--- config.mk ---
export PLATFORM = sky130hd
export DESIGN_NAME = bus_response
export DESIGN_NICKNAME = d
export VERILOG_FILES = /design/src/rtl/soc_bus_pkg.sv /design/src/rtl/bus_response.sv
export SDC_FILE = /design/constraint.sdc
export NUM_CORES = 1
export LEC_CHECK = 0
export BUFFER_PORTS_ARGS = -buffer_cell sky130_fd_sc_hd__buf_2
export CAP_MARGIN = 10
export CORE_MARGIN = 3
export CORE_UTILIZATION = 33
export DETAILED_ROUTE_END_ITERATION = 6
export PLACE_DENSITY = 0.92
export SLEW_MARGIN = 15
export SYNTH_ARGS = -nofsm -noshare
export SYNTH_HDL_FRONTEND = slang
export SYNTH_SLANG_ARGS = --single-unit
--- constraint.sdc ---
create_clock -name clk_rv -period 1.74 [get_ports clk_rv]
set_input_delay 0.348 -clock clk_rv [delete_from_list [all_inputs] [get_ports clk_rv]]
set_output_delay 0.348 -clock clk_rv [all_outputs]
set_load 0.01 [all_outputs]
--- src/rtl/soc_bus_pkg.sv ---
package soc_bus_pkg;

    // --------------------------------------------------------------------------
    // Address map
    // --------------------------------------------------------------------------

    localparam logic [31:0] GPIO_BASE = 32'h0300_0000;
    localparam logic [31:0] GPIO_SPAN = 32'h0000_0100;
    localparam logic [31:0] RAM_BASE  = 32'h0E00_0000;

    // GPIO register word index, taken from address bits 5:2
    localparam logic [3:0] REG_DELAY_SEL   = 4'd0;
    localparam logic [3:0] REG_LEDS        = 4'd1;
    localparam logic [3:0] REG_SAMPLE      = 4'd2;
    localparam logic [3:0] REG_SPI_CS      = 4'd3;
    localparam logic [3:0] REG_SPI_SCK     = 4'd4;
    localparam logic [3:0] REG_SPI_MOSI    = 4'd5;
    localparam logic [3:0] REG_SPI_MISO    = 4'd6;
    localparam logic [3:0] REG_USB_RST     = 4'd7;
    localparam logic [3:0] REG_CODEC_SCL   = 4'd8;
    localparam logic [3:0] REG_CODEC_SDA   = 4'd9;
    localparam logic [3:0] REG_SAMPLE_STAT = 4'd12;

    localparam int unsigned DELAY_SEL_W = 5;

    // Returned for any access outside the mapped regions
    localparam logic [31:0] BUS_ERROR_DATA = 32'hFFFF_FFFF;

    // --------------------------------------------------------------------------
    // Bus and pin types
    // --------------------------------------------------------------------------

    // Non-zero wstrb marks a write
    typedef struct packed {
        logic        valid;
        logic [31:0] addr;
        logic [31:0] wdata;
        logic [3:0]  wstrb;
    } bus_req_t;

    typedef struct packed {
        logic        ready;
        logic [31:0] rdata;
    } bus_rsp_t;

    // One-hot
    typedef struct packed {
        logic gpio;
        logic ram;
        logic unmapped;
    } region_t;

    typedef struct packed {
        logic led_red_b;
        logic led_green_b;
        logic led_blue_b;
        logic spi_cs_b;
        logic spi_sck;
        logic spi_mosi;
        logic usb_reset_b;
        logic codec_scl_drive_low;
        logic codec_sda_drive_low;
    } gpio_pins_t;

    typedef struct packed {
        logic spi_miso;
        logic codec_scl_in;
        logic codec_sda_in;
    } pin_in_t;

    typedef logic signed [15:0] sample_t;

    // Left sits in the upper half
    typedef struct packed {
        sample_t left;
        sample_t right;
    } stereo_t;

endpackage

--- src/rtl/bus_response.sv ---
`timescale 1ns/1ps

module bus_response (
    input  logic                  clk_rv,
    input  logic                  rst_rv_,
    input  logic                  sel,
    input  soc_bus_pkg::region_t  region,
    input  logic [31:0]           gpio_rdata,
    input  logic [31:0]           ram_rdata,
    output soc_bus_pkg::bus_rsp_t rsp
);
    import soc_bus_pkg::*;

    logic ready_q;

    // --------------------------------------------------------------------------
    // Ready, one cycle after sel for every region
    // --------------------------------------------------------------------------

    always_ff @(posedge clk_rv) begin
        if (!rst_rv_) begin
            ready_q <= 1'b0;
        end else begin
            ready_q <= sel;
        end
    end

    // Both sources are registered on the edge that raises ready,
    // and region stays fixed until the next access starts
    always_comb begin
        rsp.ready = ready_q;
        if (region.ram) begin
            rsp.rdata = ram_rdata;
        end else if (region.gpio) begin
            rsp.rdata = gpio_rdata;
        end else begin
            rsp.rdata = BUS_ERROR_DATA;
        end
    end

endmodule

== After elaboration in Yosys (flattened, before gate mapping) ==
Index checks and enable logic that the tools add are counted.

* Multiplexer cells: 2
* $mul: 0
* Bitwise operators: 0
* Add/subtract/negate cells: 0
* Order comparisons: 0
* Reductions and logical operators: 0
* Div/mod/pow operators: 0
* Shift-type cells: 0
* Equal/unequal tests: 0

{| class="wikitable"
|+ Operators by type and width
! cell !! count
|-
| $mux 32 || 2
|}

* Bits of input ports: 70
* Bits in latches: 0
* Bits in read-only memories: 0
* Logic and storage cells: 3
* Memories: 0
* Bits in registers: 1
* Memory bits (writable): 0

== Longest topological paths before layout ==
* Word-level depth: 2
* Gate-level depth with buffers: 4

== Worst setup path after synthesis ==
Ideal clock, no wire load.

* Path type: input to output
* Start point: input port region[1] (netlist bit)
* End point: output port rsp[0] (netlist bit)
* Stages: 4
* Slack: 0.474 ns
* Buffers on the path: 2
* Arrival time: 0.918 ns
* Path through: buf_6 nand2b_4 buf_12 a2bb2oi_2

{| class="wikitable"
|+ RTL lines
! what !! RTL line !! RTL
|-
| start, declared || bus_response.sv:7 || <nowiki>input soc_bus_pkg::region_t region,</nowiki>
|-
| end, declared || bus_response.sv:10 || <nowiki>output soc_bus_pkg::bus_rsp_t rsp</nowiki>
|}

==> impl_metrics.tcl <==
set metrics [dict create \
    vdd_drop_max_v 0.000216 \
    cpMaxStageDelayCell "nand2b_4" \
    ys_warn_count 0 \
    drv_slew 0 \
    period_minus_slack_ns 1.47 \
    hp-class "in2reg" \
    drv_cap 0 \
    wl_per_cell_um 10.9 \
    post_cts_buffers 0 \
    yosys_register_bits 1 \
    synthArstFlopShare_pct 0 \
    dp.cells 201 \
    dieArea_mm2 0.00281 \
    synth_top_area_cell "a2bb2oi_2" \
    outcome "completed" \
    cp.arrival_ns 1.12 \
    drt_wl_total_mm 2.20 \
    syn_area_per_cell_um2 9.47 \
    cp_cell_sequence "buf_2, nand2b_4, buf_12, a2bb2oi_2, buf_2" \
    critical_path_class "in2out" \
    row_count 16 \
    ios 103 \
    final_nets 246 \
    worstSetupStartpointType "input pin" \
    finalHoldViolCount 0 \
    regMostFlops "ready_q" \
    max_stage_delay_ns 0.17 \
    start_util_pct 36.1 \
    areaGrowthSynthToFinish_pct 68.6 \
    stdcell_count 201 \
    place_hpwl_mm 1.98 \
    cp-end-kind "primary output" \
    dpl_worst_slack_ns 0.274 \
    layout_setup_ws_ns 0.270 \
    yosysSeqAreaShare_pct 2.74 \
    rsz0062_at_grt "false" \
    powerDensity_mw_per_mm2 289 \
    yosysMostFrequentCell "inv_1" \
    fmax_mhz 680 \
    routabilityCongestion 0.648 \
    worst_pin_slew_ns 0.283 \
    largest_reg_flops 1 \
    hold_buffers 0 \
    cp_max_fo 15 \
    path_clk_slew_ns 0 \
    grt_util_all_layers_pct 14.4 \
    ant_nets 0 \
    layout-drive-gt1-share_pct 78.2 \
    first_pass_iters 2 \
    drc 0 \
    synth_nets 147 \
    maxSlewHeadroom_pct 81.1 \
    cts_resized 0 \
    worstPathRequired_ns 1.39 \
    synth_cell_type_count 11 \
    n_antenna_cell 0 \
    synthTopCellsByCount "32 x inv_1, 30 x a2bb2oi_2, 3 x buf_12, 3 x buf_2" \
    syn_area_um2 729 \
    synth_enable_flop_cells 0 \
    total_power_w 0.000356 \
    port-buffer-count 101 \
    overflow 0 \
    routed-via-count 887 \
    grt_pass1_wl_mm 3.20 \
    die_h_um 53.0 \
    ys_top_cells_by_area "a2bb2oi_2 62%, inv_1 16%, buf_12 8.2%" \
    die_x_um 53.0 \
    leakagePower_nw 0.728 \
    setup_viol 0 \
    fill_cells 184 \
    coreArea_mm2 0.00202 \
    period_share_pct 84.5 \
    grt_max_degree 20 \
    synth_ff_type "dfxtp_1" \
    synth_top_area_share_pct 61.7 \
    fin_tns_setup_ns 0 \
    antenna_found_initial 0 \
    drtIter0Drc 2 \
    synth_cells 77 \
    hold_path_depth 2 \
    cp_common_cell "buf_2" \
    grt_pass1_vias 816 \
    viasPerCell 4.41 \
    top_regs "ready_q x1" \
    hold_ws_ns 0.551 \
]
==> area by class of cell <==
type / count / area [µm²] / area share (%)
flip-flops and latches: 1 / 20.0 / 1.63
repair buffers: 105 / 561 / 45.6
well taps: 27 / 33.8 / 2.75
inverters: 32 / 120 / 9.77
multi-input cells: 36 / 495 / 40.3
==> kinds of logic (layout without fill, tap and decap cells) <==
group	Yosys count	count (layout)	synth area share, %
AOI/OAI and AO/OA	32	32	63.1
buffers and inverters	40	137	29.3
DFF	1	1	2.74
and+or+nand+nor	4	4	4.80
==> layout by cell type, fill, tap and decap left out <==
cell type,synthesis,final
nor3b_1,2,2
buf_4,1,2
dfxtp_1,1,1
a2bb2oi_2,30,30
inv_1,32,32
nand2b_4,1,1
buf_12,3,2
and2_1,1,1
buf_2,3,101
a21oi_1,2,2
==> power by group <==
group	switching [W]	internal [W]
Sequential	0.000000448	0.0000247
Combinational	0.000142	0.000188
Clock	0	0
Total	0.000143	0.000213
==> stage by stage <==
step | area, µm² | utilization (%)
floorplan | 729 | -
global placement | 1230 | 60.8
detailed placement | 1230 | 60.8
CTS | 1230 | 60.8
global route | 1230 | 60.8
finish | 1230 | 60.8
==> worst max-delay path: cells and delay by family <==
| kind | cells | cell delay, ns |
|---|---|---|
| simple gates | 1 | 0.17 |
| compound gates | 1 | 0.16 |
| buf+inv | 3 | 0.45 |
==> path summary, 6_finish.rpt <==
check	start	to	slack, ns
setup / recovery	region[1]	rsp[28]	0.27
hold / removal	sel	ready_q	0.55
==> per-layer routing <==
metal / routed length [µm] / track usage (%) / up-vias
met3: 228 / 1.13 / 0
met2: 1250 / 31.6 / 46
met5: 0 / 0 / -
li1: - / - / 450
met1: 719 / 15.0 / 391
met4: 0 / 0 / 0
Note: power is estimated with default switching activity, not from simulation.
