### src/rtl/soc_bus_pkg.sv
package soc_bus_pkg;

    // --------------------------------------------------------------------------
    // Address map
    // --------------------------------------------------------------------------

    localparam logic [31:0] GPIO_BASE = 32'h0300_0000;
    localparam logic [31:0] GPIO_SPAN = 32'h0000_0100;
    localparam logic [31:0] RAM_BASE  = 32'h0E00_0000;

    // GPIO register word index, taken from address bits 5:2
    localparam logic [3:0] REG_DELAY_SEL   = 4'd0;
    localparam logic [3:0] REG_LEDS        = 4'd1;
    localparam logic [3:0] REG_SAMPLE      = 4'd2;
    localparam logic [3:0] REG_SPI_CS      = 4'd3;
    localparam logic [3:0] REG_SPI_SCK     = 4'd4;
    localparam logic [3:0] REG_SPI_MOSI    = 4'd5;
    localparam logic [3:0] REG_SPI_MISO    = 4'd6;
    localparam logic [3:0] REG_USB_RST     = 4'd7;
    localparam logic [3:0] REG_CODEC_SCL   = 4'd8;
    localparam logic [3:0] REG_CODEC_SDA   = 4'd9;
    localparam logic [3:0] REG_SAMPLE_STAT = 4'd12;

    localparam int unsigned DELAY_SEL_W = 5;

    // Returned for any access outside the mapped regions
    localparam logic [31:0] BUS_ERROR_DATA = 32'hFFFF_FFFF;

    // --------------------------------------------------------------------------
    // Bus and pin types
    // --------------------------------------------------------------------------

    // Non-zero wstrb marks a write
    typedef struct packed {
        logic        valid;
        logic [31:0] addr;
        logic [31:0] wdata;
        logic [3:0]  wstrb;
    } bus_req_t;

    typedef struct packed {
        logic        ready;
        logic [31:0] rdata;
    } bus_rsp_t;

    // One-hot
    typedef struct packed {
        logic gpio;
        logic ram;
        logic unmapped;
    } region_t;

    typedef struct packed {
        logic led_red_b;
        logic led_green_b;
        logic led_blue_b;
        logic spi_cs_b;
        logic spi_sck;
        logic spi_mosi;
        logic usb_reset_b;
        logic codec_scl_drive_low;
        logic codec_sda_drive_low;
    } gpio_pins_t;

    typedef struct packed {
        logic spi_miso;
        logic codec_scl_in;
        logic codec_sda_in;
    } pin_in_t;

    typedef logic signed [15:0] sample_t;

    // Left sits in the upper half
    typedef struct packed {
        sample_t left;
        sample_t right;
    } stereo_t;

endpackage

### src/rtl/region_decode.sv
`timescale 1ns/1ps

module region_decode #(
    parameter int RAM_WORDS = 1024
) (
    input  logic                  clk_rv,
    input  logic                  rst_rv_,
    input  soc_bus_pkg::bus_req_t req,
    input  logic                  rsp_ready,
    output soc_bus_pkg::region_t  region,
    output logic                  sel,
    output logic                  bus_error
);
    import soc_bus_pkg::*;

    localparam logic [31:0] RAM_SPAN = 32'(4 * RAM_WORDS);

    logic    valid_q;
    logic    start;
    logic    in_gpio;
    logic    in_ram;
    region_t region_next;

    // First cycle of an access, valid was low at the previous edge
    assign start = req.valid && !valid_q;

    assign in_gpio = (req.addr >= GPIO_BASE) && (req.addr < GPIO_BASE + GPIO_SPAN);
    assign in_ram  = (req.addr >= RAM_BASE) && (req.addr < RAM_BASE + RAM_SPAN);

    always_comb begin
        region_next.gpio     = in_gpio;
        region_next.ram      = in_ram;
        region_next.unmapped = !in_gpio && !in_ram;
    end

    // Region is held for the whole access so the result stage can use it
    always_ff @(posedge clk_rv) begin
        if (!rst_rv_) begin
            valid_q <= 1'b0;
            sel     <= 1'b0;
            region  <= '0;
        end else begin
            valid_q <= req.valid;
            sel     <= start;
            if (start) begin
                region <= region_next;
            end
        end
    end

    // Sticky error interrupt, set when an unmapped access completes
    always_ff @(posedge clk_rv) begin
        if (!rst_rv_) begin
            bus_error <= 1'b0;
        end else if (rsp_ready && region.unmapped) begin
            bus_error <= 1'b1;
        end
    end

endmodule

### config.mk
export PLATFORM = sky130hd
export DESIGN_NAME = region_decode
export DESIGN_NICKNAME = d
export VERILOG_FILES = /design/src/rtl/soc_bus_pkg.sv /design/src/rtl/region_decode.sv
export SDC_FILE = /design/constraint.sdc
export NUM_CORES = 1
export LEC_CHECK = 0
export ABC_AREA = 0
export BUFFER_PORTS_ARGS = -buffer_cell sky130_fd_sc_hd__buf_2
export CORE_MARGIN = 4
export CORE_UTILIZATION = 20
export CTS_BUF_LIST = sky130_fd_sc_hd__clkbuf_4 sky130_fd_sc_hd__clkbuf_8
export CTS_CLUSTER_DIAMETER = 40
export DETAILED_ROUTE_END_ITERATION = 16
export PLACE_DENSITY_LB_ADDON = 0.08
export SLEW_MARGIN = 10
export SYNTH_ARGS = -nofsm -noshare
export SYNTH_HDL_FRONTEND = slang
export SYNTH_SLANG_ARGS = --single-unit
### constraint.sdc
create_clock -name clk_rv -period 1.85 [get_ports clk_rv]
set_input_delay 0.2775 -clock clk_rv [delete_from_list [all_inputs] [get_ports clk_rv]]
set_output_delay 0.2775 -clock clk_rv [all_outputs]
set_load 0.03 [all_outputs]
; ---- After elaboration in Yosys (flattened, before gate mapping)
; Cells that the tools add are included.
[op_classes]
n_lt_le_gt_ge = 4
n_reduce_logical = 8
[op_table]
columns = op, count
row1 = "greater-or-equal comparator 32 x 26 -> 1 bit, second input constant", 1
row2 = "greater-or-equal comparator 32 x 28 -> 1 bit, second input constant", 1
row3 = "less-than comparator 32 x 26 -> 1 bit, second input constant", 1
row4 = "less-than comparator 32 x 28 -> 1 bit, second input constant", 1
row5 = logical AND 1 bit, 5
row6 = zero test 1 bit, 3
[totals]
reg_bits = 6
in_bits = 72
output_inout_bits = 5
word_cells = 18

; ---- Longest topological paths before layout
[logic_depth]
ltp_word = 4
depth_mapped = 3
ltp_nobuf = 3

; ---- Least setup slack after synthesis
; Ideal clock, no wire load.
[synth_timing]
path_kind = input-to-reg
startpoint = input req[48] (netlist name)
endpoint = register region[0] (netlist name)
setup_ps = 122
arrival_ps = 1530
setup_slack_ps = 198
path_stages = 3
path_cell_list = or4_1 > or4_4 > o311a_1
[synth_via]
elab_chain_len = 4
elab_cells_between_ends = 9
[synth_lines]
columns = element, line_no
row1 = from (decl), region_decode.sv:8  ; input soc_bus_pkg::bus_req_t req,
row2 = greater-or-equal comparator 32 x 26 -> 1 bit (tied with other cells), region_decode.sv:27  ; assign in_gpio = (req.addr >= GPIO_BASE) && (req.addr < GPIO_BASE + GPIO_SPAN);
row3 = "logical AND 1 bit, on equally long branches", "region_decode.sv:27, region_decode.sv:28"
row4 = zero test 1 bit, region_decode.sv:33  ; region_next.unmapped = !in_gpio && !in_ram;
row5 = logical AND 1 bit *, region_decode.sv:33
row6 = to (signal assigned), region_decode.sv:46  ; region <= region_next;
row7 = to (decl), region_decode.sv:10  ; output soc_bus_pkg::region_t region,
; Every way passes the cells marked *; elsewhere a longest branch is shown, timed or not.
; A chain may end at the register's enable or synchronous reset.

; ---- Worst setup path after layout
; Ends and elaborated chain as after synthesis.

==> results.yml <==
drt:
  drc: 0
  wl_um: 783
  met1_length_um: 361
  routed-wl-met3_um: 91
  highest-signal-layer: "met3"
  detail-route-antenna-nets: 0
  vias: 363
  dr.first_iter.drc_count: 3
  detail_route.vias_per_cell: 4.59
  drt_pass1_iterations: 2
  route.detailed.wl_per_inst_um: 9.91
  routed-wl-met2_um: 329
worst_setup_path:
  end_kind: "flip-flop"
  path_type_of_the_worst_setup_path: "in2reg"
  rrSetupSlack_ns: 0.39
  critical_path.startpoint_type: "input pin"
  required_ns: 1.97
  rr_endpoint: "region[0]"
  timing.critical_path.cells: "buf_2, or4_1, or4_4, o311a_1"
  reg_to_reg_start: "valid_q"
  r2r.worst_path.cells: 3
  critical_path.max_fanout: 3
  timing.critical_path.arrival_ns: 1.65
  critical_path.slowest_cell: "sky130_fd_sc_hd__or4_1"
  critical-path-max-stage-delay_ns: 0.51
clock_network:
  tritoncts.num_buffers: 3
  ctsLongestPathBuffers: 2
  clock_sinks: 6
  clock_latency_at_the_later_pin_of_the_worst_skew_pair_ns: 0.24
  cts_resized: 0
  tritoncts: "built"
  cts_setup_buffers: 0
  cts_max_level: 1
  ctsRootBufferMaster: "sky130_fd_sc_hd__clkbuf_4"
  total_of_hold_buffers_inserted_after_clock_tree_synthesis: 0
  clock_transition_at_the_register_clock_pins_on_the_worst_setup_and_hold_paths_after_cts_ns: 0.04
yosys:
  syn-instance-count: 29
  syn_area_um2: 273
  yosysTopAreaCell: "sky130_fd_sc_hd__dfxtp_1"
  synth-async-reset-ratio: 0
  synth_area_per_cell_um2: 9.41
  synth_ff_type: "sky130_fd_sc_hd__dfxtp_1"
  synthesized_nets: 101
  synth-warning-count: 0
  yosysUniqueCellTypes: 18
  synth.top_cell.area_share: 0.440
  synth_top_cells_by_area: "sky130_fd_sc_hd__dfxtp_1, sky130_fd_sc_hd__nand3_1, sky130_fd_sc_hd__o31ai_1, sky130_fd_sc_hd__nand2b_1, sky130_fd_sc_hd__nor2b_1"
  synth_edf_count: 0
  synth_sequential_area_ratio: 0.440
  leading_cell_type_by_number_of_instances_after_synthesis: "sky130_fd_sc_hd__dfxtp_1"
  post_synth_most_frequent_cells: "sky130_fd_sc_hd__dfxtp_1, sky130_fd_sc_hd__nand3_1"
  ys_ff_latch: 6
timing:
  relSlewSlack: 0.756
  fmaxAchievable_ghz: 0.652
  timing.final.crit_period_ns: 1.53
  setup_viol_count_final: 0
  hold_viol_final: 0
  post-route-worst-setup-slack_ns: 0.316
  worst_pin_slew_ns: 0.362
  setup_repair_after_global_routing_missed_its_margin: "no"
  timing.clock.skew_ns: 0.00263
  timing_max_transition_violations_final: 0
  post-route-period-util: 0.829
  final.setup.tns_ns: 0
placed_design:
  gp_congestion: 0.627
  hpwl_um: 712
  dpl_worst_slack_ns: 0.0693
  port_buffers: 32
die:
  die_area_um2: 2020
  die-height_um: 44.9
  core_area_um2: 1280
  floorplan.initialDensity: 0.212
  chipWidth_um: 44.9
  row_count: 13
  design.portCount: 77
layout:
  finalNetCount: 138
  area_growth_pct: 73.9
  post_route_cells_drive_above_1_share: 0.563
  n_fill_cell: 141
  n_antenna_cell: 0
hold_path:
  hold_depth: 2
  hold_path.startpoint: "req[68]"
  hold_end: "valid_q"
  min-delay-path-class: "in2reg"
grt:
  first_global_vias: 369
  first_pass_grt_wire_length_um: 1330
  overflow: 0
  grt_use_total: 0.0922
  antenna_found_initial: 0
  grt_start_max_net_pins: 8
job:
  max-cap-violations: 0
pwr:
  p_per_area_nw_per_um2: 654
  power.static_leakage_nw: 0.231
  max-vdd-ir-drop_mv: 0.137
outcome:
  run_status: "complete, no violations"
-- sequential cells by signal, indices dropped and copies added (netlist names) --
signal	cells
sel	1
bus_error	1
region	3
valid_q	1
-- layout by cell type, fill, tap and decap left out --
cell / instances
sky130_fd_sc_hd__dfxtp_1: 6
sky130_fd_sc_hd__buf_2: 32
sky130_fd_sc_hd__nand3_1: 3
sky130_fd_sc_hd__nor3_1: 1
sky130_fd_sc_hd__nor2b_1: 2
sky130_fd_sc_hd__nand4b_1: 1
sky130_fd_sc_hd__nand4_1: 1
sky130_fd_sc_hd__a2bb2oi_1: 1
sky130_fd_sc_hd__or4_1: 1
sky130_fd_sc_hd__o31ai_1: 2
sky130_fd_sc_hd__and2_1: 1
sky130_fd_sc_hd__nor4_1: 2
sky130_fd_sc_hd__nand2b_1: 2
sky130_fd_sc_hd__a21oi_1: 1
sky130_fd_sc_hd__or4_4: 1
sky130_fd_sc_hd__nand2_1: 1
sky130_fd_sc_hd__clkbuf_4: 3
sky130_fd_sc_hd__o311a_1: 1
sky130_fd_sc_hd__nor2_1: 1
sky130_fd_sc_hd__nor4b_1: 1
-- final cells by class --
class / instances / area, um2 / area share
Tap cell: 15 / 18.8 / 0.0396
Multi-Input combinational cell: 23 / 153 / 0.322
Sequential cell: 6 / 120 / 0.253
Clock buffer: 3 / 22.5 / 0.0475
Timing Repair Buffer: 32 / 160 / 0.338
-- per-layer routing --
metal	vias to the layer above	global-route usage
met1	149	0.123
met3	0	0.0279
li1	189	-
met5	-	0
met4	0	0.0877
met2	25	0.113
-- worst max-delay path by stage --
stage                     depth (start not counted)     from   endpoint  slack (ns)
after global routing                              4  req[48]  region[0]        0.30
after CTS                                         4  req[48]  region[0]        0.32
final                                             4  req[48]  region[0]        0.32
after floorplan                                   3  req[48]  region[0]        0.20
after global placement                            4  req[48]  region[0]        0.07
after detailed placement                          4  req[48]  region[0]        0.07
-- power by group --
group / internal (mW) / switching [mW] / total [mW]
clock network: 0.0730 / 0.0420 / 0.115
registers: 0.135 / 0.00227 / 0.138
logic: 0.0315 / 0.0259 / 0.0574
total: 0.240 / 0.0702 / 0.310
-- cell families after synthesis --
family | count (synthesis) | share of synthesized area
compound gates | 5 | 0.142
flops | 6 | 0.440
simple gates | 18 | 0.417
-- worst max-delay path: cells and delay by family --
family | cells | cell delay (ns)
and+or+nand+nor | 2 | 0.95
buffers and inverters | 1 | 0.09
AOI/OAI and AO/OA | 1 | 0.34
-- metrics by stage --
step / cell area, um2 / instances / util / total power [mW] / hold slack (ns)
floorplan: 273 / 29 / - / 0.162 / 0.383
global placement: 452 / 76 / 0.352 / 0.198 / 0.405
global route: 474 / 79 / 0.369 / 0.331 / 0.295
detailed placement: 452 / 76 / 0.352 / 0.198 / 0.404
finish: 474 / 79 / 0.369 / 0.310 / 0.273
CTS: 474 / 79 / 0.369 / 0.317 / 0.268
(Power assumes the default switching activity.)
