### src/rtl/soc_bus_pkg.sv
package soc_bus_pkg;

    // --------------------------------------------------------------------------
    // Address map
    // --------------------------------------------------------------------------

    localparam logic [31:0] GPIO_BASE = 32'h0300_0000;
    localparam logic [31:0] GPIO_SPAN = 32'h0000_0100;
    localparam logic [31:0] RAM_BASE  = 32'h0E00_0000;

    // GPIO register word index, taken from address bits 5:2
    localparam logic [3:0] REG_DELAY_SEL   = 4'd0;
    localparam logic [3:0] REG_LEDS        = 4'd1;
    localparam logic [3:0] REG_SAMPLE      = 4'd2;
    localparam logic [3:0] REG_SPI_CS      = 4'd3;
    localparam logic [3:0] REG_SPI_SCK     = 4'd4;
    localparam logic [3:0] REG_SPI_MOSI    = 4'd5;
    localparam logic [3:0] REG_SPI_MISO    = 4'd6;
    localparam logic [3:0] REG_USB_RST     = 4'd7;
    localparam logic [3:0] REG_CODEC_SCL   = 4'd8;
    localparam logic [3:0] REG_CODEC_SDA   = 4'd9;
    localparam logic [3:0] REG_SAMPLE_STAT = 4'd12;

    localparam int unsigned DELAY_SEL_W = 5;

    // Returned for any access outside the mapped regions
    localparam logic [31:0] BUS_ERROR_DATA = 32'hFFFF_FFFF;

    // --------------------------------------------------------------------------
    // Bus and pin types
    // --------------------------------------------------------------------------

    // Non-zero wstrb marks a write
    typedef struct packed {
        logic        valid;
        logic [31:0] addr;
        logic [31:0] wdata;
        logic [3:0]  wstrb;
    } bus_req_t;

    typedef struct packed {
        logic        ready;
        logic [31:0] rdata;
    } bus_rsp_t;

    // One-hot
    typedef struct packed {
        logic gpio;
        logic ram;
        logic unmapped;
    } region_t;

    typedef struct packed {
        logic led_red_b;
        logic led_green_b;
        logic led_blue_b;
        logic spi_cs_b;
        logic spi_sck;
        logic spi_mosi;
        logic usb_reset_b;
        logic codec_scl_drive_low;
        logic codec_sda_drive_low;
    } gpio_pins_t;

    typedef struct packed {
        logic spi_miso;
        logic codec_scl_in;
        logic codec_sda_in;
    } pin_in_t;

    typedef logic signed [15:0] sample_t;

    // Left sits in the upper half
    typedef struct packed {
        sample_t left;
        sample_t right;
    } stereo_t;

endpackage

### src/rtl/gpio_regs.sv
`timescale 1ns/1ps

module gpio_regs (
    input  logic                                clk_rv,
    input  logic                                rst_rv_,
    input  logic                                sel,
    input  soc_bus_pkg::region_t                region,
    input  soc_bus_pkg::bus_req_t               req,
    input  logic [soc_bus_pkg::DELAY_SEL_W-1:0] delay_sel_det,
    input  soc_bus_pkg::pin_in_t                pins_in,
    input  soc_bus_pkg::stereo_t                sample_pair,
    input  logic                                sample_rdy,
    input  logic                                sample_ovfl,
    output soc_bus_pkg::gpio_pins_t             pins_out,
    output logic [soc_bus_pkg::DELAY_SEL_W-1:0] delay_sel,
    output logic                                sample_clear,
    output logic [31:0]                         rdata
);
    import soc_bus_pkg::*;

    logic       acc;
    logic       wr;
    logic       rd;
    logic [3:0] idx;
    logic       led_red;
    logic       led_green;
    logic       led_blue;
    logic       spi_cs_b;
    logic       spi_sck;
    logic       spi_mosi;
    logic       usb_reset_b;
    logic       codec_scl;
    logic       codec_sda;

    assign acc = sel && region.gpio;
    assign wr  = acc && (req.wstrb != 4'b0000);
    assign rd  = acc && (req.wstrb == 4'b0000);
    assign idx = req.addr[5:2];

    // Reading the sample word consumes it
    assign sample_clear = rd && (idx == REG_SAMPLE);

    // --------------------------------------------------------------------------
    // Register writes
    // --------------------------------------------------------------------------

    always_ff @(posedge clk_rv) begin
        if (!rst_rv_) begin
            delay_sel   <= delay_sel_det;
            led_red     <= 1'b0;
            led_green   <= 1'b0;
            led_blue    <= 1'b0;
            spi_cs_b    <= 1'b1;
            spi_sck     <= 1'b0;
            spi_mosi    <= 1'b0;
            usb_reset_b <= 1'b0;
            codec_scl   <= 1'b1;
            codec_sda   <= 1'b1;
        end else if (wr) begin
            case (idx)
                REG_DELAY_SEL: delay_sel <= req.wdata[DELAY_SEL_W-1:0];
                REG_LEDS: begin
                    led_red   <= req.wdata[2];
                    led_green <= req.wdata[1];
                    led_blue  <= req.wdata[0];
                end
                REG_SPI_CS:    spi_cs_b    <= req.wdata[0];
                REG_SPI_SCK:   spi_sck     <= req.wdata[0];
                REG_SPI_MOSI:  spi_mosi    <= req.wdata[0];
                REG_USB_RST:   usb_reset_b <= req.wdata[0];
                REG_CODEC_SCL: codec_scl   <= req.wdata[0];
                REG_CODEC_SDA: codec_sda   <= req.wdata[0];
                default: ;
            endcase
        end
    end

    // --------------------------------------------------------------------------
    // Zero-extended read data
    // --------------------------------------------------------------------------

    always_ff @(posedge clk_rv) begin
        if (rd) begin
            case (idx)
                REG_DELAY_SEL:   rdata <= 32'(delay_sel);
                REG_LEDS:        rdata <= {29'd0, led_red, led_green, led_blue};
                REG_SAMPLE:      rdata <= sample_pair;
                REG_SPI_MISO:    rdata <= {31'd0, pins_in.spi_miso};
                REG_CODEC_SCL:   rdata <= {31'd0, pins_in.codec_scl_in};
                REG_CODEC_SDA:   rdata <= {31'd0, pins_in.codec_sda_in};
                REG_SAMPLE_STAT: rdata <= {30'd0, sample_ovfl, sample_rdy};
                default:         rdata <= '0;
            endcase
        end
    end

    // LEDs are active low on the board
    assign pins_out.led_red_b   = !led_red;
    assign pins_out.led_green_b = !led_green;
    assign pins_out.led_blue_b  = !led_blue;
    assign pins_out.spi_cs_b    = spi_cs_b;
    assign pins_out.spi_sck     = spi_sck;
    assign pins_out.spi_mosi    = spi_mosi;
    assign pins_out.usb_reset_b = usb_reset_b;

    // Open drain where a register value of 1 releases the line
    assign pins_out.codec_scl_drive_low = !codec_scl;
    assign pins_out.codec_sda_drive_low = !codec_sda;

endmodule

### config.mk
export PLATFORM = sky130hd
export DESIGN_NAME = gpio_regs
export DESIGN_NICKNAME = d
export VERILOG_FILES = /design/src/rtl/soc_bus_pkg.sv /design/src/rtl/gpio_regs.sv
export SDC_FILE = /design/constraint.sdc
export NUM_CORES = 1
export LEC_CHECK = 0
export ABC_AREA = 1
export BUFFER_PORTS_ARGS = -buffer_cell sky130_fd_sc_hd__buf_4
export CELL_PAD_IN_SITES_DETAIL_PLACEMENT = 1
export CELL_PAD_IN_SITES_GLOBAL_PLACEMENT = 1
export CORE_ASPECT_RATIO = 0.6
export CORE_MARGIN = 2
export CORE_UTILIZATION = 24
export DETAILED_ROUTE_END_ITERATION = 12
export GPL_TIMING_DRIVEN = 0
export MAX_ROUTING_LAYER = met4
export PLACE_DENSITY_LB_ADDON = 0.3
export SLEW_MARGIN = 20
export SYNTH_ARGS = -nofsm -noshare
export SYNTH_HDL_FRONTEND = slang
export SYNTH_SLANG_ARGS = --single-unit
### constraint.sdc
create_clock -name clk_rv -period 2.31 [get_ports clk_rv]
set_input_delay 0.231 -clock clk_rv [delete_from_list [all_inputs] [get_ports clk_rv]]
set_output_delay 0.231 -clock clk_rv [all_outputs]
set_load 0.01 [all_outputs]
Yosys cells after proc, flatten, opt, wreduce, memory -nomap -nowiden
Cells that the tools add are included.
W data, S select, Z words.
- eq/ne operators: 12
- muxes and demuxes: 4
- reductions and logical operators: 20
- operators by type and width (operator ; number):
    $pmux W32 S7 ; 1
    $eq A4 B3 Y1 const B ; 4
    $reduce_and A2 Y1 ; 8
    $mux W5 ; 3
    $eq A4 B4 Y1 const B ; 3
    $eq A4 B2 Y1 const B ; 2
    $logic_not A4 Y1 ; 2
    $logic_not A1 Y1 ; 5
    $eq A4 B1 Y1 const B ; 1
    $logic_and A1 B1 Y1 ; 4
    $ne A2 B1 Y1 const B ; 2
    $reduce_bool A4 Y1 ; 1
- flip-flop bits (word level): 46
- bits of input ports: 117
- output and inout bits: 47
- logic and storage cells: 47

Longest topological paths before layout
- depth in word-level cells: 4
- mapped depth: 7
- depth with buffers taken out: 7

Worst setup path before layout
OpenSTA, ideal clock, no wires.
- kind: input to register
- start: in req[3] (netlist bit)
- end: reg rdata[0], enable pin
- library setup time: 0.421 ns
- arrival: 1.962 ns
- required time: 1.889 ns
- setup slack: -0.073 ns
- stages on the path: 4
- buffers on the path: 1
- cells stage by stage: nor2_1 nand2_1 buf_2 nor2_1
- word-level cells in the longest chain between the ends: 2
- ends and longest elaborated chain (item ; line ; source):
    from (decl) ; gpio_regs.sv:8 ; input soc_bus_pkg::bus_req_t req,
    $logic_not A4 Y1 ; gpio_regs.sv:37 ; assign rd = acc && (req.wstrb == 4'b0000);
    $logic_and A1 B1 Y1 ; gpio_regs.sv:37 ;
    via rd ; gpio_regs.sv:23 ; logic rd;
    to (signal assigned) ; gpio_regs.sv:85 ; REG_DELAY_SEL: rdata <= 32'(delay_sel);
    to (signal assigned) ; gpio_regs.sv:86 ; REG_LEDS: rdata <= {29'd0, led_red, led_green, led_blue};
    to (signal assigned) ; gpio_regs.sv:87 ; REG_SAMPLE: rdata <= sample_pair;
    to (decl) ; gpio_regs.sv:17 ; output logic [31:0] rdata
The timed path passes the listed nets, and every way through them passes these cells.
A chain may end at the register's enable or synchronous reset.

Worst setup path after layout
- start: in req[3] (netlist bit)
- end: out sample_clear
- word-level cells in the longest chain between the ends: 3
- ends and longest elaborated chain (item ; line ; source):
    $logic_not A4 Y1 ; gpio_regs.sv:37 ;
    $logic_and A1 B1 Y1 ; gpio_regs.sv:37 ;
    $logic_and A1 B1 Y1 ; gpio_regs.sv:41 ; assign sample_clear = rd && (idx == REG_SAMPLE);
    to (decl) ; gpio_regs.sv:16 ; output logic sample_clear,
No other way between the ends.

==> run_results.csv <==
group,metric,value,unit
power_and_ir_drop,power_density,568.3,nW/um^2
sta,relSlewSlack,74.09,%
placed_design,place_inst,448,
power_and_ir_drop,vdd.ir_drop.worst,0.2135,mV
sta,finalSetupViolations,0,
sta,hold_violations,0,
synthesis,syn_avg_cell_area,9.175,sq um
routing,drtAntennaViolNets,0,
power_and_ir_drop,power.total,1.824,mW
grt,antenna_found_initial,0,
synthesis,post_synth_num_cell_types,20,
sta,worstMarginPinSlew,388.7,ps
min_path,hold_path.class,"primary input to register",
final_layout,stdcell_count,456,
setup_path,cp.required,2080,ps
setup_path,path_buf_inv,3,
setup_path,critical_path_class,"primary input to output pin",
synthesis,synth_top_area_share,52.42,%
synthesis,yosys.area_share.simple,25.68,%
synthesis,syn_area,2120,sq um
floorplanning,die_w,125.3,um
synthesis,synthTopCellsByArea,"edfxtp_1 52%, nor2_1 11%, dfxtp_1 8.5%",
grt,gr-total-overflow,0,
sta,skew,5.061,ps
final_layout,area_growth,51.42,%
grt,grt_pass1_vias,1842,
synthesis,netlist_instances,231,
routing,firstDrtPassIters,5,
synthesis,synth-warning-count,0,
synthesis,synth_top_family_by_area,"simple AND/OR/NAND/NOR gates",
synthesis,synth_nets,348,
sta,finalCritPeriodShare,59.47,%
clock_tree,cts_sinks,46,
clock_tree,clk_latency,280,ps
placed_design,io_buffers,104,
clock_tree,htreeDepth,2,
clock_tree,cts_tree,"done",
floorplanning,core,8556,sq um
status,status,"completed",
setup_path,crit_family,"buffers and inverters",
setup_path,arrival,1140,ps
setup_path,crit_path_top_delay_cell,"buf_2",
clock_tree,clk_pin_slew,60,ps
floorplanning,rows,26,
placed_design,dpl.hpwl,5.029,mm
setup_path,crit_chain,"buf_4 -> nor2_1 -> nand2_1 -> buf_2 -> nor3_1 -> buf_4",
sta,clock.fmax,727.9,MHz
floorplanning,initial_core_util,24.77,%
sta,final_max_slew_viol_count,0,
final_layout,n_antenna_cell,0,
placed_design,globalplace.congestion,0.8065,
final_layout,final_util,37.51,%
floorplanning,io_pins,164,
final_layout,drive_above_1_share,38.37,%
final_layout,postLayoutCellArea,3209,sq um
routing,num_vias,1900,
clock_tree,cts.repair.resized,0,
power_and_ir_drop,p_leak,1.446,nW
synthesis,muxShareOfSynthArea,1.063,%
clock_tree,numCtsBuffers,5,
floorplanning,dieArea,9624,sq um
synthesis,synth_xor_area_share,0,%
clock_tree,cts_setup_buffers,0,
setup_path,crit_path_start_kind,"primary input",
grt,grt_pass1_wl,9.528,mm
clock_tree,cts_hold_buf,0,
synthesis,ys_ff_latch,46,
job,cap_violations,0,
setup_path,critPathCaptureType,"output pin",
setup_path,cpMostUsedCell,"buf_4",
routing,wl_per_cell,13.70,um
sta,tns,0,ps
routing,drt-initial-drc-count,69,
placed_design,dpl_cell_area,3068,sq um
synthesis,ys_seq_area_share,60.92,%
routing,wirelength,6.246,mm
setup_path,crit_fanout,10,
final_layout,fillers,1023,
synthesis,yosys.area.top_type,"edfxtp_1",
synthesis,synth_compound_area_share,1.535,%
floorplanning,die_y,76.80,um
grt,grt_max_degree,28,
setup_path,crit_path_max_incr_delay,230,ps
sta,rsz0062_at_grt,"false",
sta,post-route-min-period,1374,ps
clock_tree,cts.root.buffer_cell,"clkbuf_16",
routing,avgViaCountPerCell,4.167,
clock_tree,cts_max_path_buffers,2,
grt,grt_usage,13.10,%
routing,drc_errors,0,
final_layout,fin_nets,460,
synthesis,synth_fa_ha_area_share,0,%
-- cell usage in the layout (no fill, tap or decap), types with 2 or more instances in the layout --
cell       instances
buf_4            108
nor2_1            59
inv_1             39
edfxtp_1          37
nand2_1           34
nand3_1           13
nand4_1           11
dfxtp_1            9
clkbuf_16          5
inv_2              3
nor2_2             3
nor2_4             3
buf_2              3
a21oi_1            3
o21ai_1            2
buf_6              2
mux2_2             2
clkinv_1           2
-- where the power goes --
part	internal [mW]	total (mW)	leakage, nW	switching [mW]
registers	0.906	0.914	0.367	0.00746
clock network	0.396	0.704	0.0689	0.308
logic	0.106	0.206	1.01	0.0994
total	1.41	1.82	1.45	0.415
-- worst paths after layout --
path / start / to / slack (ps) / cells past startpoint
worst max-delay path: req[3] / sample_clear / 940 / 6
worst min-delay path: req[4] / codec_scl$_SDFFE_PN1P_ / 200 / 3
worst max register to register: delay_sel[0]$_DFFE_PP_ / rdata[0]$_DFFE_PP_ / 1340 / 4
worst min register to register: spi_cs_b$_SDFFE_PN1P_ / spi_cs_b$_SDFFE_PN1P_ / 470 / 2
-- state kept, by name, summed over array words and instances, names as in the netlist --
register	flops
rdata	32
delay_sel	5
codec_scl	1
codec_sda	1
led_blue	1
led_green	1
led_red	1
spi_cs_b	1
spi_mosi	1
spi_sck	1
usb_reset_b	1
-- cells in the mapped netlist --
| cell | count |
|---|---|
| a21oi_1 | 3 |
| buf_2 | 3 |
| buf_4 | 4 |
| buf_6 | 2 |
| clkbuf_1 | 1 |
| dfxtp_1 | 9 |
| edfxtp_1 | 37 |
| inv_1 | 39 |
| inv_2 | 3 |
| mux2_2 | 2 |
| nand2_1 | 34 |
| nand2_4 | 1 |
| nand3_1 | 13 |
| nand4_1 | 11 |
| nor2_1 | 60 |
| nor2_2 | 3 |
| nor2_4 | 2 |
| nor3_1 | 1 |
| o211ai_1 | 1 |
| o21ai_1 | 2 |
-- area by class of cell --
cell class              instances  area [sq um]  share of cell area (%)
well taps                     112         140.1                   4.366
flip-flops and latches         46          1291                   40.23
repair buffers                105         800.8                   24.95
clock buffers                   5         125.1                   3.899
plain buffers                  10         71.32                   2.222
inverters                      42         157.7                   4.912
multi-input cells             133         606.8                   18.91
clock inverters                 3         16.27                  0.5068
-- logic make-up after synthesis --
kind of cell / after synthesis
simple gates: 125
flops: 46
mux: 2
compound gates: 6
buf+inv: 52
-- tightest hold or removal path, cell delays in order --
cell	delay (ps)
buf_4	110
nand2_1	50
nand3_1	70
-- metal layers --
metal	vias up	GRT usage [%]	routed length [um]
li1	951	-	-
met1	875	18.92	3007
met2	70	17.99	2666
met3	4	3.838	534
met4	0	3.000	38
met5	-	-	0
-- metrics by stage --
stage	worst slack [ps]	hold slack [ps]
after CTS	935.1	193.5
after floorplan	462.1	357.2
after detailed placement	719.2	458.5
after global routing	817.4	235.9
after global placement	-120.6	457.1
final	936.2	201.2
(Power assumes the default switching activity.)
