**config.mk**
```make
export PLATFORM = sky130hd
export DESIGN_NAME = sample_capture
export DESIGN_NICKNAME = d
export VERILOG_FILES = /design/src/rtl/soc_bus_pkg.sv /design/src/rtl/sample_capture.sv
export SDC_FILE = /design/constraint.sdc
export NUM_CORES = 1
export LEC_CHECK = 0
export BUFFER_PORTS_ARGS = -buffer_cell sky130_fd_sc_hd__buf_2
export CORE_MARGIN = 3
export CORE_UTILIZATION = 40
export DETAILED_ROUTE_END_ITERATION = 10
export PLACE_DENSITY_LB_ADDON = 0.3
export SETUP_SLACK_MARGIN = 0.4
export SLEW_MARGIN = 25
export SYNTH_ARGS = -nofsm -noshare
export SYNTH_HDL_FRONTEND = slang
export SYNTH_SLANG_ARGS = --single-unit
```
**constraint.sdc**
```tcl
create_clock -name clk_rv -period 2.1 [get_ports clk_rv]
set_clock_uncertainty 0.05 [all_clocks]
set_input_delay 0.105 -clock clk_rv [delete_from_list [all_inputs] [get_ports clk_rv]]
set_output_delay 0.105 -clock clk_rv [all_outputs]
set_load 0.1 [all_outputs]
```
**src/rtl/soc_bus_pkg.sv**
```systemverilog
package soc_bus_pkg;

    // --------------------------------------------------------------------------
    // Address map
    // --------------------------------------------------------------------------

    localparam logic [31:0] GPIO_BASE = 32'h0300_0000;
    localparam logic [31:0] GPIO_SPAN = 32'h0000_0100;
    localparam logic [31:0] RAM_BASE  = 32'h0E00_0000;

    // GPIO register word index, taken from address bits 5:2
    localparam logic [3:0] REG_DELAY_SEL   = 4'd0;
    localparam logic [3:0] REG_LEDS        = 4'd1;
    localparam logic [3:0] REG_SAMPLE      = 4'd2;
    localparam logic [3:0] REG_SPI_CS      = 4'd3;
    localparam logic [3:0] REG_SPI_SCK     = 4'd4;
    localparam logic [3:0] REG_SPI_MOSI    = 4'd5;
    localparam logic [3:0] REG_SPI_MISO    = 4'd6;
    localparam logic [3:0] REG_USB_RST     = 4'd7;
    localparam logic [3:0] REG_CODEC_SCL   = 4'd8;
    localparam logic [3:0] REG_CODEC_SDA   = 4'd9;
    localparam logic [3:0] REG_SAMPLE_STAT = 4'd12;

    localparam int unsigned DELAY_SEL_W = 5;

    // Returned for any access outside the mapped regions
    localparam logic [31:0] BUS_ERROR_DATA = 32'hFFFF_FFFF;

    // --------------------------------------------------------------------------
    // Bus and pin types
    // --------------------------------------------------------------------------

    // Non-zero wstrb marks a write
    typedef struct packed {
        logic        valid;
        logic [31:0] addr;
        logic [31:0] wdata;
        logic [3:0]  wstrb;
    } bus_req_t;

    typedef struct packed {
        logic        ready;
        logic [31:0] rdata;
    } bus_rsp_t;

    // One-hot
    typedef struct packed {
        logic gpio;
        logic ram;
        logic unmapped;
    } region_t;

    typedef struct packed {
        logic led_red_b;
        logic led_green_b;
        logic led_blue_b;
        logic spi_cs_b;
        logic spi_sck;
        logic spi_mosi;
        logic usb_reset_b;
        logic codec_scl_drive_low;
        logic codec_sda_drive_low;
    } gpio_pins_t;

    typedef struct packed {
        logic spi_miso;
        logic codec_scl_in;
        logic codec_sda_in;
    } pin_in_t;

    typedef logic signed [15:0] sample_t;

    // Left sits in the upper half
    typedef struct packed {
        sample_t left;
        sample_t right;
    } stereo_t;

endpackage

```
**src/rtl/sample_capture.sv**
```systemverilog
`timescale 1ns/1ps

module sample_capture (
    input  logic                 clk_rv,
    input  logic                 rst_rv_,
    input  logic                 sample_strobe,
    input  soc_bus_pkg::sample_t channel_a,
    input  soc_bus_pkg::sample_t channel_b,
    input  logic                 sample_clear,
    output soc_bus_pkg::stereo_t sample_pair,
    output logic                 sample_rdy,
    output logic                 sample_ovfl,
    output soc_bus_pkg::stereo_t codec_out
);
    import soc_bus_pkg::*;

    logic strobe_q;
    logic strobe_rise;

    // Doubles a sample and clamps it to the signed 16-bit range
    function automatic sample_t double_sat(input sample_t x);
        // Top two bits differ when the shift would overflow
        if (x[15] != x[14]) begin
            return x[15] ? 16'sh8000 : 16'sh7FFF;
        end
        return {x[14:0], 1'b0};
    endfunction

    assign strobe_rise = sample_strobe && !strobe_q;

    // --------------------------------------------------------------------------
    // Flags and codec output
    // --------------------------------------------------------------------------

    // A capture on the same edge as a clear takes priority
    always_ff @(posedge clk_rv) begin
        if (!rst_rv_) begin
            strobe_q    <= 1'b0;
            sample_rdy  <= 1'b0;
            sample_ovfl <= 1'b0;
            codec_out   <= '0;
        end else begin
            strobe_q <= sample_strobe;
            if (strobe_rise) begin
                sample_rdy      <= 1'b1;
                sample_ovfl     <= sample_ovfl || sample_rdy;
                codec_out.left  <= double_sat(channel_a);
                codec_out.right <= double_sat(channel_b);
            end else if (sample_clear) begin
                sample_rdy  <= 1'b0;
                sample_ovfl <= 1'b0;
            end
        end
    end

    // Captured pair for the host
    always_ff @(posedge clk_rv) begin
        if (strobe_rise) begin
            sample_pair.left  <= channel_a;
            sample_pair.right <= channel_b;
        end
    end

endmodule

```
# Word-level counts from Yosys, hierarchy flattened
# Cells that the tools add are included.
totals:
  reg_bits: 67
  latchBits: 0
  mem_bits_rw: 0
  romBits: 0
  wordCells: 28
  memories: 0
classes:
  n_addsub: 0
  n_mul: 0
  div_mod_pow: 0
  order_cmp: 0
  n_eq_ne: 2
  shifts: 0
  mux: 15
  bitwise: 0
  n_reduce_logical: 4
op_table:
  columns: ["operator", "count"]
  rows:
  - ["$mux W16", 6]
  - ["$mux W1", 9]
  - ["$ne A1 B1 Y1", 2]
  - ["$reduce_bool A2 Y1", 1]
  - ["$logic_and A1 B1 Y1", 1]
  - ["$logic_not A1 Y1", 1]
  - ["$logic_or A1 B1 Y1", 1]

# Longest topological paths before layout
# Gate-level depths: netlist of run 1.
depth:
  depth_word: 5
  depth_mapped: 6

# Worst setup path after synthesis of run 1
# Ideal clock, no wire load.
synth_path:
  path_kind: "reg-to-reg"
  start: "register strobe_q"
  end: "register sample_pair[0] (netlist bit), enable pin"
  arrival_ns: 1.044
  t_required_ns: 1.673
  path_slack_ns: 0.629
  stages_incl_launch_ff: 3
  n_path_buf: 1
  synth_period_minus_slack_ns: 1.471
  cell_sequence: "dfxtp_1 and2b_2 buf_2"
synth_via:
  elab_chain_len: 2
synth_rtl:
  columns: ["element", "line", "text"]
  rows:
  - ["from (decl)", "sample_capture.sv:17", "logic strobe_q;"]
  - ["from (signal assigned)", "sample_capture.sv:43", "strobe_q <= sample_strobe;"]
  - ["$logic_not A1 Y1", "sample_capture.sv:29", "assign strobe_rise = sample_strobe && !strobe_q;"]
  - ["$logic_and A1 B1 Y1", "sample_capture.sv:29", null]
  - ["net strobe_rise", "sample_capture.sv:18", "logic strobe_rise;"]
  - ["to (decl)", "sample_capture.sv:10", "output soc_bus_pkg::stereo_t sample_pair,"]
# The timed path passes the listed nets, and every way through them passes these cells.
# A chain may end at the register's enable or synchronous reset.

# Worst setup path in the final report of run 1
layout_path:
  start: "input sample_strobe"
  end: "register codec_out[25] (netlist bit)"
layout_via:
  elab_chain_len: 1
layout_rtl:
  columns: ["element", "line", "text"]
  rows:
  - ["from (decl)", "sample_capture.sv:6", "input logic sample_strobe,"]
  - ["$logic_and A1 B1 Y1", "sample_capture.sv:29", null]
  - ["to (decl)", "sample_capture.sv:13", "output soc_bus_pkg::stereo_t codec_out"]
# No other way between the ends.

==> flow_metrics.tcl, run 1 <==
set metrics [dict create \
    grt_pass1_wl_um 9090 \
    cts_tree "done" \
    track_usage 0.165 \
    overflow 0 \
    hold_viol_final 0 \
    yosys.area_share.adder 0.0314 \
    dieArea_um2 6950 \
    die_w_um 83.4 \
    power.density_nw_per_um2 984 \
    ys_types 23 \
    grt_max_degree 35 \
    fin_crit_sh 0.754 \
    place_congestion 0.688 \
    synth-seq-cells 67 \
    crit_fanout 23 \
    cts.reportedPaths.clkPinSlew_ns 0.07 \
    regArea_um2 1660 \
    area_growth_pct 46.1 \
    cts_setup_buffers 0 \
    dr.pass1.iters 4 \
    netlist_area_um2 2390 \
    status "finished, final reports clean" \
    drt_iter0_markers 67 \
    holdWs_ns 0.0558 \
    hold_path_depth 2 \
    start_util 0.424 \
    power_leakage_nw 1.62 \
    required_ns 2.32 \
    avgSynthCellArea_um2 14.2 \
    rows 27 \
    drive_gt1_frac 0.393 \
    htreeDepth 3 \
    crit_path_end_kind "flip-flop" \
    nets 350 \
    antenna_found_initial 0 \
    ant_nets 0 \
    fp.dieH_um 83.4 \
    slew_viol_final 0 \
    vias 1743 \
    synth_top_family_by_area "compound AO/OA/AOI/OAI gates" \
    ctsLongestPathBuffers 2 \
    ios 102 \
    setup_viol 0 \
    fin_setup_tns_ns 0 \
    io_buffers 101 \
    synthMuxAreaShare 0.00836 \
    fill_cells 458 \
    min_path_type "in -> reg" \
    dp_hpwl_um 3690 \
    slew_headroom 0.666 \
    n_antenna_cell 0 \
    viasPerCell 4.53 \
    wire_per_inst_um 14.3 \
    grt_pass1_vias 1820 \
    syn_nets 210 \
    yosys.area_share.simple 0.102 \
    drv_cap 0 \
    synth_compound_area_frac 0.126 \
    core_region_area_um2 5640 \
    placed_area_um2 2960 \
    rsz0062_at_grt "false" \
    arrival_ns 1.80 \
    ir_worst_vdd_mv 0.537 \
    ff2ff_path_depth 4 \
    multi_input_area_um2 658 \
    period_needed_ns 1.58 \
    clkSinkCount 67 \
    timing.fmax_mhz 632 \
    yosysWarnings 0 \
    dp_slack_ns 0.537 \
    yosysSeqAreaShare 0.694 \
    synth_xor_area_frac 0 \
    startpoint_type "input pin" \
    syn_inst 168 \
    worst_slack_ns 0.517 \
    clock_latency_ns 0.32 \
    fin_util 0.620 \
    cts-root-buf "clkbuf_8" \
    drc 0 \
    tightest_slew_ns 0.504 \
    wl_um 5510 \
    numCtsBuffers 9 \
    path_class "in -> reg" \
    final_cell_area_um2 3500 \
]
-- placed cells by master, fill, tap and decap left out, drive strengths merged, types with 2 or more instances in the layout --
cell and n:
nand2 3, dfxtp 35, a21oi 5, nor2b 4, nor2 3, mux2i 2
a22o 27, buf 105, ha 6, o211a 2, clkbuf 15, edfxtp 32
dlygate4sd3 33, nand2b 27, inv 7
-- report_power, final --
part,total (mW),internal (mW),switching (mW)
sequential,1.49,1.46,0.0339
clock,1.00,0.558,0.442
combinational,0.945,0.187,0.758
-- critical path: stages --
cell and delay (ns):
dlygate4sd3_1 0.52, buf_2 0.13, and2b_2 0.29, nor2b_2 0.24
buf_4 0.32, a22o_1 0.19
-- per-stage QoR --
step                instances  power [mW]
floorplan                 168        2.26
global placement          336        2.41
detailed placement        336        2.42
CTS                       385        3.47
global route              385        3.58
finish                    385        3.44
-- Yosys cell counts, drive strengths merged --
cell    count  share of area
mux2i       2         0.0084
nand2b     27          0.071
dfxtp      35           0.29
nor2        3         0.0047
a22o       27          0.099
and2        1         0.0026
clkbuf      2         0.0031
edfxtp     32           0.40
o211a       2         0.0084
nand3       1         0.0021
and2b       1         0.0037
buf         7          0.024
o211ai      1         0.0031
o21ai       1         0.0021
a21oi       5          0.014
nor2b       4          0.010
nand3b      1         0.0031
inv         7          0.011
nand2       3         0.0047
ha          6          0.031
-- routing by layer --
layer | wire length [µm] | track usage | up-vias
met5 | 0 | 0 | -
li1 | - | - | 878
met2 | 2600 | 0.259 | 67
met3 | 426 | 0.0476 | 4
met1 | 2450 | 0.211 | 794
met4 | 31 | 0.0758 | 0
-- repair_timing --
| action | CTS | global route |
|---|---|---|
| gates resized for setup | 0 | 3 |
| endpoints found under the setup margin | 0 | 28 |
| hold buffers | 33 | 0 |
| endpoints found under the hold margin | 33 | 0 |
-- layout make-up --
type | instances | share of cell area
well taps | 72 | 0.0258
clock buffers | 15 | 0.0533
multi-input cells | 85 | 0.188
inverters | 7 | 0.00751
flip-flops and latches | 67 | 0.475
repair buffers | 138 | 0.249
clock inverters | 1 | 0.00143
-- cells by family (layout without fill, tap and decap cells) --
logic type,after synthesis,after routing
multiplexers,2,2
AND/OR/NAND/NOR,41,41
adder cells (fa/ha/maj),6,6
flip-flops,67,67
AO/OA/AOI/OAI,36,36
buffers and inverters,16,161
-- final timing paths --
kind                                      to  slack, ns                       start
setup / recovery  codec_out[25]$_SDFFE_PN0P_       0.52               sample_strobe
hold / removal    codec_out[31]$_SDFFE_PN0P_       0.06                     rst_rv_
setup reg to reg  codec_out[25]$_SDFFE_PN0P_       0.62         strobe_q$_SDFF_PN0_
hold reg to reg   codec_out[14]$_SDFFE_PN0P_       0.43  codec_out[14]$_SDFFE_PN0P_
-- registers in the layout (all words and copies together), names as in the netlist --
signal and count:
codec_out 32, sample_ovfl 1, sample_pair 32, sample_rdy 1, strobe_q 1
(Power assumes the default switching activity.)
==> run 2, diff against run 1 <==
ABC_AREA = 1   (was unset)
clock period = 1.35 ns   (was 2.1 ns; I/O delays follow)
==> flow_metrics.tcl, run 2 <==
set metrics [dict create \
    synthArstFlopShare 0 \
    tightest_slew_ns 0.299 \
    yosysWarnings 0 \
    synth_area_leaders "edfxtp_1 35%, dfxtp_1 25%, nand2_1 16%" \
    cts.reportedPaths.clkPinSlew_ns 0.07 \
    globalRouteMet1Util 0.246 \
    holdWs_ns 0.109 \
    wire_per_inst_um 14.6 \
    layout_commonest_cell "nand2_1" \
    grt_pass1_wl_um 12500 \
    n_antenna_cell 0 \
    slowest_stage "edfxtp_1" \
    crit_fanout 1 \
    worst_slack_ns 0.275 \
    cp_slowest_stage_delay_ns 0.41 \
    wl_um 8100 \
    numCtsBuffers 9 \
    reg_top3 "codec_out x32, sample_pair x32" \
    dr.pass1.iters 4 \
    path_class "reg -> out" \
    rows 29 \
    htreeDepth 3 \
    synth.top_cell.area_share 0.347 \
    gr-max-usage-layer "met2" \
    min_path_type "in -> reg" \
    avgSynthCellArea_um2 8.55 \
    dp_slack_ns 0.187 \
    grt_pass1_vias 2603 \
    yosysSeqAreaShare 0.600 \
    synth-seq-cells 67 \
    path_delay_family "flip-flops" \
    ctsLongestPathBuffers 2 \
    use_met2 0.364 \
    slew_viol_final 0 \
    synthMostInstantiatedCell "nand2_1" \
    critPathBufInv 1 \
    fill_cells 428 \
    ir_worst_vdd_mv 0.648 \
    syn_nets 366 \
    ant_nets 0 \
    power_leakage_nw 2.35 \
    drv_cap 0 \
    dp_hpwl_um 4370 \
    cts-root-buf "clkbuf_8" \
    crit_path_end_kind "output pin" \
    io_buffers 101 \
    nets 516 \
    dieArea_um2 7960 \
    status "finished, final reports clean" \
    antenna_found_initial 0 \
    ys.flop_type "dfxtp_1" \
    startpoint_type "flip-flop" \
    met3_usage 0.0461 \
    syn_inst 324 \
    timing.fmax_mhz 930 \
    synth_area_leader_cell "edfxtp_1" \
    period_needed_ns 1.08 \
    place_congestion 0.699 \
    ios 102 \
    vias 2569 \
    fin_crit_sh 0.796 \
    hold_viol_final 0 \
    synth_enable_flop_cells 32 \
    slew_headroom 0.800 \
    area_growth_pct 80.7 \
    layout_common_cells "111 x nand2_1, 58 x nor2_1, 40 x inv_1" \
    clkSinkCount 67 \
    drive_gt1_frac 0.395 \
    core_region_area_um2 6530 \
    cts_tree "done" \
    die_w_um 89.2 \
    start_util 0.424 \
    required_ns 1.23 \
    synth.top_cells.by_count "117 x nand2_1, 66 x nor2_1, 41 x inv_1, 35 x dfxtp_1, 32 x edfxtp_1" \
    setup_viol 0 \
    grt_max_degree 36 \
    path_cells "buf_6" \
    viasPerCell 4.63 \
    clock_latency_ns 0.33 \
    drc 0 \
    fp.dieH_um 89.2 \
    overflow 0 \
    drt_iter0_markers 116 \
    rsz0062_at_grt "true" \
    netlist_area_um2 2770 \
    track_usage 0.210 \
    arrival_ns 0.96 \
    fin_setup_tns_ns 0 \
    ys_types 16 \
    power.density_nw_per_um2 1220 \
]
-- run 2: changes by cell type in the layout (fill, tap and decap cells not counted), moves of 27 or more --
cell	before	now
dfxtp_4	0	33
nand2_1	3	111
buf_6	1	35
nand2b_1	27	0
buf_12	0	38
dfxtp_1	35	0
inv_1	7	40
nor2_1	3	58
a22o_1	27	0
buf_2	101	35
-- run 2: kinds of logic (layout without fill, tap and decap cells) --
kind of cell             Yosys count  after routing  share of synthesized area
flip-flops                        67             67                      0.600
adder cells (fa/ha/maj)            6              6                     0.0271
buffers and inverters             57            209                     0.0990
AND/OR/NAND/NOR                  189            191                      0.263
AO/OA/AOI/OAI                      5              5                     0.0108
-- run 2: report_power, final --
part | internal, mW | switching [mW]
combinational | 0.741 | 1.42
clock | 0.830 | 0.728
sequential | 2.27 | 0.118
total | 3.84 | 2.26
-- run 2: worst paths after layout --
| check | startpoint | end | slack, ns | depth (start not counted) |
|---|---|---|---|---|
| max | sample_pair[29]$_DFFE_PP_ | sample_pair[29] | 0.27 | 1 |
| min | rst_rv_ | codec_out[8]$_SDFFE_PN0P_ | 0.11 | 4 |
| max reg2reg | strobe_q$_SDFF_PN0_ | codec_out[5]$_SDFFE_PN0P_ | 0.28 | 6 |
| min reg2reg | codec_out[16]$_SDFFE_PN0P_ | codec_out[16]$_SDFFE_PN0P_ | 0.45 | 2 |
-- run 2: through the flow --
step | power (mW) | std cells | utilization | cell area (µm²)
finish | 6.11 | 555 | 0.766 | 5000
global route | 6.36 | 555 | 0.766 | 5000
CTS | 6.08 | 552 | 0.756 | 4940
detailed placement | 4.00 | 495 | 0.539 | 3520
global placement | 3.98 | 495 | 0.539 | 3520
floorplan | 3.72 | 324 | - | 2930
-- run 2: final cells by class --
class	count	area [µm²]	share of cell area
Timing Repair Buffer	151	1830	0.366
Sequential cell	67	1790	0.357
Multi-Input combinational cell	202	945	0.189
Inverter	43	166	0.0333
Clock buffer	11	131	0.0263
Tap cell	77	96.3	0.0193
Clock inverter	4	42.5	0.00850
-- run 2: metal layers --
metal / vias to the layer above / share of wire
li1: 1276 / -
met4: 0 / 0.027
met2: 76 / 0.51
met3: 18 / 0.047
met5: - / 0
met1: 1199 / 0.42
-- run 2: repair_timing --
| action | in CTS | in global routing |
|---|---|---|
| endpoints found under the setup margin | 129 | 132 |
| resized for setup | 226 | 2 |
| endpoints found under the hold margin | 41 | 0 |
| cloned | 4 | 3 |
| setup buffers | 4 | 0 |
| hold buffers | 34 | 0 |
| pin swaps | 12 | 4 |
==> run 3, diff against run 2 <==
clock period = 1.1 ns   (was 1.35 ns; I/O delays follow)
==> flow_metrics.tcl, run 3 (same netlist as run 2, synthesis figures left out) <==
set metrics [dict create \
    status "finished with violations" \
    violations "negative hold slack, negative setup slack" \
    drive_gt1_frac 0.464 \
    min_path_type "in -> reg" \
    nets 528 \
    core_region_area_um2 6530 \
    startpoint_type "flip-flop" \
    arrival_ns 1.45 \
    path_class "reg -> reg" \
    start_util 0.424 \
    crit_path_end_kind "flip-flop" \
    regArea_um2 1790 \
    hold_path_depth 4 \
    grt_pass1_vias 2721 \
    place_congestion 0.720 \
    power.density_nw_per_um2 1540 \
    numCtsBuffers 9 \
    wire_per_inst_um 17.0 \
    ant_nets 0 \
    fin_crit_sh 1.13 \
    cts-hold-fix-buffers 32 \
    drt_iter0_markers 193 \
    die_w_um 89.2 \
    wl_um 9680 \
    fill_cells 299 \
    cts.reportedPaths.clkPinSlew_ns 0.08 \
    antenna_found_initial 0 \
    drc 0 \
    slowest_stage "dfxtp_4" \
    dr.pass1.iters 4 \
    htreeDepth 3 \
    layout_commonest_cell "nand2_1" \
    timing.fmax_mhz 805 \
    ctsLongestPathBuffers 2 \
    reg_top3 "codec_out x32, sample_pair x32" \
    clock_latency_ns 0.34 \
    dp_hpwl_um 4930 \
    vias 2744 \
    track_usage 0.224 \
    cp_common_cell "nand2_1" \
    overflow 0 \
    holdWs_ns -0.0222 \
    n_antenna_cell 0 \
    grt_max_degree 28 \
    dieArea_um2 7960 \
    clkSinkCount 67 \
    slew_headroom 0.796 \
    ios 102 \
    worst_slack_ns -0.143 \
    fp.dieH_um 89.2 \
    crit_fanout 7 \
    cp_slowest_stage_delay_ns 0.36 \
    rows 29 \
    layout_common_cells "97 x nand2_1, 74 x buf_12, 51 x nor2_1" \
    path_cells "inv_4 -> nand2_8 -> buf_6 -> clkbuf_16 -> nand2_1 -> nand2_1 -> nor2_1" \
    fin_setup_tns_ns -0.956 \
    rsz0062_at_grt "true" \
    cts-root-buf "clkbuf_8" \
    slew_viol_final 0 \
    multi_input_area_um2 995 \
    ff2ff_path_depth 7 \
    ir_worst_vdd_mv 0.935 \
    required_ns 1.31 \
    power_leakage_nw 2.59 \
    period_needed_ns 1.24 \
    grt_pass1_wl_um 13100 \
    area_growth_pct 102 \
    setup_viol 29 \
    hold_viol_final 3 \
    io_buffers 101 \
    drv_cap 0 \
    dp_slack_ns -0.0895 \
    power_mw 8.62 \
    viasPerCell 4.83 \
    cts_tree "done" \
    tightest_slew_ns 0.305 \
]
run 3: cell count changes in the layout (fill, tap and decap cells not counted), sizes merged:
cell	previous run	this run
dlymetal6s4s	0	1
buf	115	129
dlygate4sd3	34	31
clkinvlp	0	1
nand2	122	120
clkinv	3	2
bufinv	1	4
run 3: timing repair:
action / 4_1_cts / 5_1_grt
endpoints found under the hold margin: 51 / 1
resized for setup: 23 / 28
pin swaps: 21 / 13
endpoints found under the setup margin: 132 / 133
gates cloned: 1 / 5
setup buffers: 8 / 9
run 3: final cells by class:
| class | count | area share |
|---|---|---|
| timing repair buffer | 165 | 0.407 |
| clock buffer | 9 | 0.0222 |
| multi-input combinational | 200 | 0.178 |
| clock inverter | 7 | 0.0251 |
| tap | 77 | 0.0173 |
| sequential | 67 | 0.321 |
| inverter | 43 | 0.0294 |
run 3: per-stage QoR:
step                instance area (µm²)  instances  utilization
finish                             5580        568        0.854
global route                       5580        568        0.854
global placement                   4560        497        0.698
CTS                                5300        554        0.812
floorplan                          2940        324            -
detailed placement                 4560        497        0.698
run 3: routing by layer:
layer  wire length [µm]  share of wire  track usage  vias to the layer above
li1                   -              -            -                     1298
met1               3530           0.36        0.248                     1290
met2               5150           0.53        0.394                      124
met3                606          0.063       0.0581                       32
met4                392          0.041        0.112                        0
met5                  0              0            0                        -
run 3: final timing paths:
| check | from | endpoint | slack, ns |
|---|---|---|---|
| worst max-delay path | strobe_q$_SDFF_PN0_ | codec_out[2]$_SDFFE_PN0P_ | -0.14 |
| worst max register to register | strobe_q$_SDFF_PN0_ | codec_out[2]$_SDFFE_PN0P_ | -0.14 |
| worst min register to register | codec_out[16]$_SDFFE_PN0P_ | codec_out[16]$_SDFFE_PN0P_ | 0.45 |
| worst min-delay path | sample_clear | sample_ovfl$_SDFFE_PN0P_ | -0.02 |
run 3: where the power goes:
part	switching [mW]	leakage [nW]	internal (mW)	total, mW
logic	1.83	1.84	1.12	2.95
clock network	0.983	0.127	1.73	2.71
registers	0.168	0.619	2.79	2.96
total	2.98	2.59	5.63	8.62
run 3: critical path, delay by kind of cell (launching register included):
family                 cells  cell delay (ns)
buffers and inverters      3             0.38
DFF                        1             0.36
and+or+nand+nor            4             0.37
